<file path="src/logic/flash_pkg.sv">
package flash_pkg;

	localparam logic [7:0] op_read = 8'h03;
	localparam logic [7:0] op_wren = 8'h06;
	localparam logic [7:0] op_pp   = 8'h02;
	localparam logic [7:0] op_se   = 8'hd8;
	localparam logic [7:0] op_rdsr = 8'h05;

	typedef enum logic [1:0] {
		job_none,
		job_read,
		job_pp,
		job_se
	} flash_job_e;

	// one job as latched from the host requests
	typedef struct packed {
		flash_job_e  job;
		logic [23:0] addr;
	} flash_cmd_t;

	// command currently framed by chip select
	typedef enum logic [2:0] {
		ph_idle,
		ph_wren,
		ph_main,
		ph_poll
	} flash_phase_e;

	typedef struct packed {
		logic [5:0] reserved;
		logic       wel;      // write enable latch
		logic       wip;      // write in progress
	} flash_status_t;

	// a received byte is array data during a read and the status register while polling
	typedef union packed {
		logic [7:0]    raw;
		flash_status_t status;
	} flash_rx_byte_u;

endpackage

</file>
<file path="src/logic/flash_byte_timer.sv">
`timescale 1ns/1ps

module flash_byte_timer #(
	parameter int cs_gap = 4
) (
	input  logic                    clk,
	input  logic                    reset_n,
	input  flash_pkg::flash_phase_e phase,
	input  logic                    byte_done,
	input  logic                    gap_start,
	output logic [8:0]              byte_idx,
	output logic                    gap_done
);

	localparam int gap_w = $clog2(cs_gap + 1);

	flash_pkg::flash_phase_e phase_q;
	logic [gap_w-1:0]        gap_cnt;

	always_ff @(posedge clk or negedge reset_n) begin
		if (!reset_n) begin
			phase_q  <= flash_pkg::ph_idle;
			byte_idx <= '0;
		end else begin
			phase_q <= phase;
			if (phase != phase_q) begin
				byte_idx <= '0; // each command counts its bytes from zero
			end else if (byte_done) begin
				byte_idx <= byte_idx + 9'd1;
			end
		end
	end

	always_ff @(posedge clk or negedge reset_n) begin
		if (!reset_n) begin
			gap_cnt  <= '0;
			gap_done <= 1'b0;
		end else begin
			gap_done <= (gap_cnt == gap_w'(1)) && !gap_start;
			if (gap_start) begin
				gap_cnt <= gap_w'(cs_gap - 1);
			end else if (gap_cnt != '0) begin
				gap_cnt <= gap_cnt - 1'b1;
			end
		end
	end

endmodule

</file>
<file path="src/logic/flash_ctrl.sv">
`timescale 1ns/1ps

module flash_ctrl #(
	parameter int xfer_bytes = 16,
	parameter int cs_gap     = 4
) (
	input  logic        clk,
	input  logic        reset_n,
	input  logic        rd_req,
	input  logic        pp_req,
	input  logic        se_req,
	input  logic [23:0] rd_addr,
	input  logic [23:0] wr_addr,
	input  logic [23:0] se_addr,
	input  logic [7:0]  wr_data,
	output logic        flash_ack,
	output logic [31:0] rdata,
	output logic        valid,
	output logic        data_take,
	output logic        sclk,
	output logic        cs_n,
	output logic        mosi,
	input  logic        miso
);

	flash_pkg::flash_cmd_t    cmd;
	flash_pkg::flash_phase_e  phase;
	flash_pkg::flash_status_t status;
	logic                     byte_start;
	logic                     byte_done;
	logic                     gap_start;
	logic                     gap_done;
	logic [8:0]               byte_idx;
	logic [7:0]               tx_byte;
	logic [7:0]               rx_byte;

	flash_seq_fsm #(
		.xfer_bytes(xfer_bytes)
	) seq_fsm_i (
		.clk(clk),
		.reset_n(reset_n),
		.rd_req(rd_req),
		.pp_req(pp_req),
		.se_req(se_req),
		.rd_addr(rd_addr),
		.wr_addr(wr_addr),
		.se_addr(se_addr),
		.byte_done(byte_done),
		.byte_idx(byte_idx),
		.gap_done(gap_done),
		.status(status),
		.cmd(cmd),
		.phase(phase),
		.byte_start(byte_start),
		.gap_start(gap_start),
		.cs_n(cs_n),
		.flash_ack(flash_ack),
		.data_take(data_take)
	);

	flash_byte_timer #(
		.cs_gap(cs_gap)
	) byte_timer_i (
		.clk(clk),
		.reset_n(reset_n),
		.phase(phase),
		.byte_done(byte_done),
		.gap_start(gap_start),
		.byte_idx(byte_idx),
		.gap_done(gap_done)
	);

	flash_tx_mux tx_mux_i (
		.cmd(cmd),
		.phase(phase),
		.byte_idx(byte_idx),
		.wr_data(wr_data),
		.tx_byte(tx_byte)
	);

	flash_rx_pack rx_pack_i (
		.clk(clk),
		.reset_n(reset_n),
		.phase(phase),
		.cmd(cmd),
		.byte_idx(byte_idx),
		.byte_done(byte_done),
		.rx_byte(rx_byte),
		.rdata(rdata),
		.valid(valid),
		.status(status)
	);

	spi_byte_shifter shifter_i (
		.clk(clk),
		.reset_n(reset_n),
		.byte_start(byte_start),
		.tx_byte(tx_byte),
		.miso(miso),
		.byte_done(byte_done),
		.rx_byte(rx_byte),
		.sclk(sclk),
		.mosi(mosi)
	);

endmodule

</file>
<file path="src/logic/flash_rx_pack.sv">
`timescale 1ns/1ps

module flash_rx_pack (
	input  logic                     clk,
	input  logic                     reset_n,
	input  flash_pkg::flash_phase_e  phase,
	input  flash_pkg::flash_cmd_t    cmd,
	input  logic [8:0]               byte_idx,
	input  logic                     byte_done,
	input  flash_pkg::flash_rx_byte_u rx_byte,
	output logic [31:0]              rdata,
	output logic                     valid,
	output flash_pkg::flash_status_t status
);

	logic data_byte;
	logic [1:0] lane;

	assign data_byte = byte_done && (phase == flash_pkg::ph_main) &&
		(cmd.job == flash_pkg::job_read) && (byte_idx >= 9'd4);

	// data starts at index 4, so the low index bits already give the byte lane
	assign lane = byte_idx[1:0];

	always_ff @(posedge clk) begin
		if (data_byte) begin
			rdata[lane*8 +: 8] <= rx_byte.raw; // first byte lands in the low lane
		end
	end

	always_ff @(posedge clk or negedge reset_n) begin
		if (!reset_n) begin
			valid  <= 1'b0;
			status <= '0;
		end else begin
			valid <= data_byte && (lane == 2'd3);
			if (byte_done && phase == flash_pkg::ph_poll && byte_idx != 9'd0) begin
				status <= rx_byte.status;
			end
		end
	end

endmodule

</file>
<file path="src/logic/flash_seq_fsm.sv">
`timescale 1ns/1ps

module flash_seq_fsm #(
	parameter int xfer_bytes = 16
) (
	input  logic                    clk,
	input  logic                    reset_n,
	input  logic                    rd_req,
	input  logic                    pp_req,
	input  logic                    se_req,
	input  logic [23:0]             rd_addr,
	input  logic [23:0]             wr_addr,
	input  logic [23:0]             se_addr,
	input  logic                    byte_done,
	input  logic [8:0]              byte_idx,
	input  logic                    gap_done,
	input  flash_pkg::flash_status_t status,
	output flash_pkg::flash_cmd_t   cmd,
	output flash_pkg::flash_phase_e phase,
	output logic                    byte_start,
	output logic                    gap_start,
	output logic                    cs_n,
	output logic                    flash_ack,
	output logic                    data_take
);

	typedef enum logic [2:0] {
		st_idle,
		st_open,
		st_xfer,
		st_next,
		st_gap,
		st_close,
		st_ack
	} state_e;

	localparam logic [8:0] rw_len = 9'(4 + xfer_bytes); // opcode, three address bytes, data

	state_e     state;
	logic [8:0] main_len;

	assign main_len = (cmd.job == flash_pkg::job_se) ? 9'd4 : rw_len;

	// host data bytes follow the opcode and the address
	assign data_take = byte_done && (phase == flash_pkg::ph_main) &&
		(cmd.job == flash_pkg::job_pp) && (byte_idx >= 9'd4);

	always_ff @(posedge clk or negedge reset_n) begin
		if (!reset_n) begin
			state      <= st_idle;
			phase      <= flash_pkg::ph_idle;
			cmd        <= '0;
			byte_start <= 1'b0;
			gap_start  <= 1'b0;
			cs_n       <= 1'b1;
			flash_ack  <= 1'b0;
		end else begin
			byte_start <= 1'b0;
			gap_start  <= 1'b0;
			flash_ack  <= 1'b0;
			case (state)
				st_idle: begin
					if (rd_req) begin
						cmd   <= '{job: flash_pkg::job_read, addr: rd_addr};
						phase <= flash_pkg::ph_main;
						state <= st_open;
					end else if (pp_req) begin
						cmd   <= '{job: flash_pkg::job_pp, addr: wr_addr};
						phase <= flash_pkg::ph_wren;
						state <= st_open;
					end else if (se_req) begin
						cmd   <= '{job: flash_pkg::job_se, addr: se_addr};
						phase <= flash_pkg::ph_wren;
						state <= st_open;
					end
				end
				st_open: begin
					cs_n       <= 1'b0;
					byte_start <= 1'b1;
					state      <= st_xfer;
				end
				st_xfer: begin
					if (byte_done) begin
						state <= st_next; // byte_idx and status settle here
					end
				end
				st_next: begin
					case (phase)
						flash_pkg::ph_wren: begin
							cs_n      <= 1'b1;
							gap_start <= 1'b1;
							phase     <= flash_pkg::ph_main;
							state     <= st_gap;
						end
						flash_pkg::ph_main: begin
							if (byte_idx == main_len) begin
								cs_n <= 1'b1;
								if (cmd.job == flash_pkg::job_read) begin
									state <= st_close;
								end else begin
									gap_start <= 1'b1;
									phase     <= flash_pkg::ph_poll;
									state     <= st_gap;
								end
							end else begin
								byte_start <= 1'b1;
								state      <= st_xfer;
							end
						end
						flash_pkg::ph_poll: begin
							// chip select stays low and RDSR keeps returning the status
							if (byte_idx >= 9'd2 && !status.wip) begin
								cs_n  <= 1'b1;
								state <= st_close;
							end else begin
								byte_start <= 1'b1;
								state      <= st_xfer;
							end
						end
						default: begin
							cs_n  <= 1'b1;
							state <= st_close;
						end
					endcase
				end
				st_gap: begin
					if (gap_done) begin
						cs_n       <= 1'b0;
						byte_start <= 1'b1;
						state      <= st_xfer;
					end
				end
				st_close: begin
					flash_ack <= 1'b1;
					phase     <= flash_pkg::ph_idle;
					state     <= st_ack;
				end
				default: begin
					state <= st_idle; // the host drops its request during the ack cycle
				end
			endcase
		end
	end

endmodule

</file>
<file path="src/logic/flash_tx_mux.sv">
`timescale 1ns/1ps

module flash_tx_mux (
	input  flash_pkg::flash_cmd_t   cmd,
	input  flash_pkg::flash_phase_e phase,
	input  logic [8:0]              byte_idx,
	input  logic [7:0]              wr_data,
	output logic [7:0]              tx_byte
);

	logic [7:0] opcode;

	always_comb begin
		case (cmd.job)
			flash_pkg::job_read: opcode = flash_pkg::op_read;
			flash_pkg::job_pp:   opcode = flash_pkg::op_pp;
			flash_pkg::job_se:   opcode = flash_pkg::op_se;
			default:             opcode = 8'h00;
		endcase
	end

	always_comb begin
		tx_byte = 8'h00;
		case (phase)
			flash_pkg::ph_wren: begin
				tx_byte = flash_pkg::op_wren;
			end
			flash_pkg::ph_poll: begin
				if (byte_idx == 9'd0) begin
					tx_byte = flash_pkg::op_rdsr;
				end
			end
			flash_pkg::ph_main: begin
				case (byte_idx)
					9'd0:    tx_byte = opcode;
					9'd1:    tx_byte = cmd.addr[23:16];
					9'd2:    tx_byte = cmd.addr[15:8];
					9'd3:    tx_byte = cmd.addr[7:0];
					default: begin
						if (cmd.job == flash_pkg::job_pp) begin
							tx_byte = wr_data;
						end
					end
				endcase
			end
			default: begin
				tx_byte = 8'h00;
			end
		endcase
	end

endmodule

</file>
<file path="src/logic/spi_byte_shifter.sv">
`timescale 1ns/1ps

module spi_byte_shifter (
	input  logic       clk,
	input  logic       reset_n,
	input  logic       byte_start,
	input  logic [7:0] tx_byte,
	input  logic       miso,
	output logic       byte_done,
	output logic [7:0] rx_byte,
	output logic       sclk,
	output logic       mosi
);

	logic       busy;
	logic [3:0] cnt;     // two clk cycles per sclk period
	logic [7:0] tx_sh;
	logic [7:0] rx_sh;

	assign rx_byte = rx_sh;

	always_ff @(posedge clk or negedge reset_n) begin
		if (!reset_n) begin
			busy      <= 1'b0;
			cnt       <= '0;
			sclk      <= 1'b0;
			mosi      <= 1'b0;
			byte_done <= 1'b0;
		end else begin
			byte_done <= 1'b0;
			if (!busy) begin
				if (byte_start) begin
					busy <= 1'b1;
					cnt  <= '0;
					mosi <= tx_byte[7]; // MSB is set up ahead of the first rising edge
				end
			end else begin
				cnt <= cnt + 4'd1;
				if (!cnt[0]) begin
					sclk <= 1'b1;
				end else begin
					sclk <= 1'b0;
					mosi <= tx_sh[7];
					if (cnt == 4'd15) begin
						busy      <= 1'b0;
						byte_done <= 1'b1;
					end
				end
			end
		end
	end

	// miso is sampled as sclk rises and mosi moves on as sclk falls
	always_ff @(posedge clk) begin
		if (!busy && byte_start) begin
			tx_sh <= {tx_byte[6:0], 1'b0};
		end else if (busy && cnt[0]) begin
			tx_sh <= {tx_sh[6:0], 1'b0};
		end
		if (busy && !cnt[0]) begin
			rx_sh <= {rx_sh[6:0], miso};
		end
	end

endmodule
</file>
<file path="config.mk">
export PLATFORM = sky130hd
export DESIGN_NAME = flash_ctrl
export DESIGN_NICKNAME = d
export VERILOG_FILES = /design/src/logic/flash_pkg.sv /design/src/logic/flash_byte_timer.sv /design/src/logic/flash_ctrl.sv /design/src/logic/flash_rx_pack.sv /design/src/logic/flash_seq_fsm.sv /design/src/logic/flash_tx_mux.sv /design/src/logic/spi_byte_shifter.sv
export SDC_FILE = /design/constraint.sdc
export NUM_CORES = 1
export LEC_CHECK = 0
export BUFFER_PORTS_ARGS = -buffer_cell sky130_fd_sc_hd__buf_2
export CAP_MARGIN = 5
export CORE_MARGIN = 2
export CORE_UTILIZATION = 60
export DETAILED_ROUTE_END_ITERATION = 8
export GPL_TIMING_DRIVEN = 0
export PLACE_DENSITY = 0.95
export SLEW_MARGIN = 5
export SYNTH_ARGS = -nofsm -noshare
export SYNTH_HDL_FRONTEND = slang
export SYNTH_HIERARCHICAL = 1
export SYNTH_SLANG_ARGS = --single-unit
</file>
<file path="constraint.sdc">
create_clock -name clk -period 3.3 [get_ports clk]
set_input_delay 0.495 -clock clk [delete_from_list [all_inputs] [get_ports clk]]
set_output_delay 0.495 -clock clk [all_outputs]
set_load 0.1 [all_outputs]
</file>
# Word-level counts from Yosys, hierarchy flattened

Index checks and enable logic that the tools add are counted.

Multiplexer cells: 59
$add $sub $neg: 4
Equality and inequality tests: 27
Shift-type cells: 2
Magnitude comparators: 2
Reductions and logical operators: 33

Operators by type and width:

| cell                                                  | count |
|---|---|
| two-way mux 26 bit                                    | 3 |
| one-hot mux 8 bit (3 select lines)                    | 2 |
| two-way mux 3 bit                                     | 13 |
| negator 5 -> 34 bit                                   | 1 |
| variable shift 8 x 34 -> 32 bit, first input constant | 1 |
| indexed part select 8 x 34 -> 32 bit                  | 1 |
| bitwise mux 32 bit                                    | 1 |
| one-hot mux 8 bit (4 select lines)                    | 1 |
| two-way mux 8 bit                                     | 3 |
| two-way mux 1 bit                                     | 22 |
| == test 9 x 2 -> 1 bit, second input constant         | 2 |
| two-way mux 9 bit                                     | 2 |
| one-hot mux 3 bit (3 select lines)                    | 2 |
| one-hot mux 3 bit (6 select lines)                    | 1 |
| logical AND 1 bit                                     | 13 |
| == test 3 x 2 -> 1 bit, second input constant         | 4 |
| nonzero test 3 bit                                    | 4 |
| adder 9 x 1 -> 9 bit, second input constant           | 1 |
| == test 3 x 1 -> 1 bit, second input constant         | 3 |
| == test 9 x 1 -> 1 bit, second input constant         | 1 |
| == test 9 bit                                         | 1 |
| >= comparator 9 x 2 -> 1 bit, second input constant   | 1 |
| >= comparator 9 x 3 -> 1 bit, second input constant   | 1 |
| logical NOT 9 bit                                     | 1 |
| other kinds (25)                                      | 42 |

Output and inout bits: 38
Register bits after elaboration: 109
Input port bits: 86

# Depth between registers and ports, before layout

Depth after elaboration: 6
Gate-level depth with buffers: 7
Gate-level depth less buffers: 7

# By module

Netlist, hierarchy kept.

Modules (own cells, without submodules):

| module           | sequential area each (sq um) | area an instance (sq um) | times used | cells each |
|---|---|---|---|---|
| flash_seq_fsm    | 877.1                        | 2,133.3                  | 1          | 246 |
| flash_rx_pack    | 1,186.1                      | 1,676.6                  | 1          | 102 |
| spi_byte_shifter | 650.6                        | 930.9                    | 1          | 56 |
| flash_byte_timer | 400.4                        | 729.4                    | 1          | 67 |
| flash_tx_mux     | 0.0                          | 462.9                    | 1          | 56 |

# Worst setup path before layout

Ideal clock, no wire load.

Kind: register -> output
Start point: register seq_fsm_i.phase[0]
End point: output port data_take
Required time: 2.805 ns
Cell stages (with the launch flop): 5
Slack: 0.385 ns
Arrival time: 2.420 ns
Cell sequence: dfrtp_1 inv_1 ha_1 nand4b_1 a21oi_1

Word-level cells in the longest chain between the ends: 4

Ends and longest elaborated chain:

| item                            | line                | RTL |
|---|---|---|
| start, declared                 | flash_seq_fsm.sv:19 | `output flash_pkg::flash_phase_e phase,` |
| start signal, assigned          | flash_seq_fsm.sv:51 | `phase <= flash_pkg::ph_idle;` |
| start signal, assigned          | flash_seq_fsm.sv:65 | `phase <= flash_pkg::ph_main;` |
| start signal, assigned          | flash_seq_fsm.sv:69 | `phase <= flash_pkg::ph_wren;` |
| == test 3 x 2 -> 1 bit          | flash_seq_fsm.sv:45 | `assign data_take = byte_done && (phase == flash_pkg::ph_main) &&` |
| logical AND 1 bit (2 in series) | flash_seq_fsm.sv:45 |  |
| logical AND 1 bit               | flash_seq_fsm.sv:46 | `(cmd.job == flash_pkg::job_pp) && (byte_idx >= 9'd4);` |
| end, declared                   | flash_ctrl.sv:19    | `output logic data_take,` |

Every way passes these cells.

# Worst setup path after layout

Start point: register seq_fsm_i.phase[1]
End point: output port data_take

Same word-level chain as after synthesis.

==> results.md <==
* Placement Setup Slack at just over 1000 ps
* TritonCTS clock tree: built
* Final Cycle Share at 81.0%
* Rows at 35
* Root buffer cell: clkbuf_8
* Top Ports at around 120
* Area of the multi-input gates at ~2500 um2
* Antenna violations before repair at 0
* Most frequent cells in the layout: buf_2 (129), dfrtp_1 (60), edfxtp_1 (47)
* Remaining antenna violation count after routing at 0
* Min Clock Period, post-route at approximately 2700 ps
* Largest net degree at the start of global routing at between 60 and 70
* Ys Warns at 6
* Gr usage total at about a quarter
* DRT Wirelength at ~13000 um
* Placed instance area at ~6400 um2
* NumNets Final at roughly 750
* Clock slew at reported path FFs at 110 ps
* WP data arrival at between 2000 and 2500 ps
* Congestion Overflow GR at 0
* Sink Count at 108
* Via Count at 4441
* Max incr delay on CP at between 600 and 700 ps
* # port buffers at around 120
* Filler cells at 649
* Pwr/cell area at 701 nW/um2
* Clk buf depth at 2
* Crit path kind: register to output pin
* Max VDD drop at between 300 and 400 uV
* Commonest non-fill, non-tap cell in the layout: buf_2
* Mapped cell area at around 5700 um2
* Fmax achieved at roughly 0.37 GHz
* Clk_skew at 8.72 ps
* Status: finished, final reports clean
* Initial DRC count at 224
* HPWL Detailed at between 9000 and 10000 um
* CTS Hold Bufs at 0
* Die Span Y at slightly above 100 um
* Slew Limit Fails at 0
* Die W at approximately 100 um
* Share of post-route cells with drive strength above 1 at ~28%
* Core ar. at between 9000 and 10000 um2
* Final worst slack at about 630 ps
* Avg Cell Area, Syn at around 11 um2
* Post_cts resized at 0
* Die area at between 10000 and 15000 um2
* Starting Density at ~62%
* Unrepaired setup endpoints after global routing: false
* Max stage delay cell, worst path: dfrtp_1
* H-Tree Depth at 3
* Hold/Removal Path Class: input port to asynchronous set/reset pin
* Area occupied by registers at roughly 3000 um2
* Leakage Power at 2.94 nW
* CTS Buf Count at 9
* First-pass GRT wire length at about 20000 um
* Worst Path Max Fanout at 14
* Vias per std cell at between 5 and 6
* Clock latency at the later pin of the worst-skew pair at 370 ps
* CP Launch Type: register
* DR WL/cell at around 16 um
* Number of global-route vias before repair at 4299
* Placer Congestion at about 0.85
* Worst-Margin Slew at 742 ps
* Ant. Diodes at 0
* Headroom to the max-slew limit at between 50% and 60%
* CP Cell Sequence: ha_1 -> nand4b_1 -> a21oi_1 -> buf_2
* Layout Cell Area excl Fill at approximately 6600 um2
* Syn nets at ~620
* Layout area overhead at 16.7%
* Final hold vios at 0
* TritonRoute pass-1 iters at 6
* Final setup viols at 0
* CP Data Required Time at between 2000 and 3000 ps
* Gate Count Post-Synth at 513
* Setup Fix Bufs, Post-CTS at 0
* DRC errors left at 0
* Final setup TNS at 0 ps
* Crit. End Element: output pin
* Max Cap Violations at 0
==> critical path, delay by kind of cell, from the launching register on <==
kind / cells / cell delay (ps)
flops: 1 / 690
buf+inv: 1 / 450
fa+ha+maj: 1 / 380
compound gates: 1 / 170
simple gates: 1 / 120
==> state kept, by name (all words and copies together) (netlist names) <==
signal,cells
seq_fsm_i/cmd,26
shifter_i/sclk,1
shifter_i/tx_sh,7
shifter_i/busy,1
byte_timer_i/gap_cnt,3
byte_timer_i/phase_q,3
seq_fsm_i/cs_n,1
seq_fsm_i/flash_ack,1
shifter_i/byte_done,1
seq_fsm_i/gap_start,1
byte_timer_i/byte_idx,9
shifter_i/rx_byte,8
rx_pack_i/rdata,32
rx_pack_i/valid,1
seq_fsm_i/state,3
rx_pack_i/status,1
seq_fsm_i/byte_start,1
shifter_i/cnt,4
seq_fsm_i/phase,2
shifter_i/mosi,1
byte_timer_i/gap_done,1
==> path summary, 6_finish.rpt <==
| check | startpoint | endpoint | slack, ps | depth (start not counted) |
|---|---|---|---|---|
| setup / recovery | seq_fsm_i/phase[1] | data_take | 630 | 4 |
| hold / removal | reset_n | seq_fsm_i/cmd[6] | 180 | 1 |
| setup reg to reg | byte_timer_i/byte_idx[0] | shifter_i/tx_sh[3] | 1060 | 5 |
| hold reg to reg | seq_fsm_i/gap_start | byte_timer_i/gap_cnt[2] | 480 | 1 |
| max in group asynchronous | reset_n | shifter_i/mosi | 2630 | 1 |
| min in group clk | miso | shifter_i/rx_byte[0] | 290 | 1 |
==> cell type report <==
type	instances	share of cell area [%]
buffer	27	2.32
clock buffer	9	1.87
clock inverter	7	1.19
inverter	15	0.849
multi-input combinational	363	38.2
sequential	108	44.3
tap	111	2.10
timing repair buffer	121	9.17
==> where the power goes <==
part / switching, W / internal (W) / leakage [nW]
clock network: 0.000488 / 0.000302 / 0.102
registers: 0.000361 / 0.00186 / 1.23
logic: 0.000945 / 0.000691 / 1.61
total: 0.00179 / 0.00285 / 2.94
==> per-stage QoR <==
step           power [W]  hold WS [ps]  utilization, %  std cells
2_1_floorplan    0.00337           199               -        513
3_3_place_gp     0.00373           445            69.9        745
3_5_place_dp     0.00387           468            69.9        745
4_1_cts          0.00466           278            72.1        761
5_1_grt          0.00492           236            72.1        761
6_report         0.00465           178            72.1        761
==> per-layer routing <==
layer  wire (um)  track usage (%)
met3         729             5.66
met4         383             9.98
met1        4720             27.5
met2        6680             46.9
met5           0                0
Note: power is estimated with default switching activity, not from simulation.
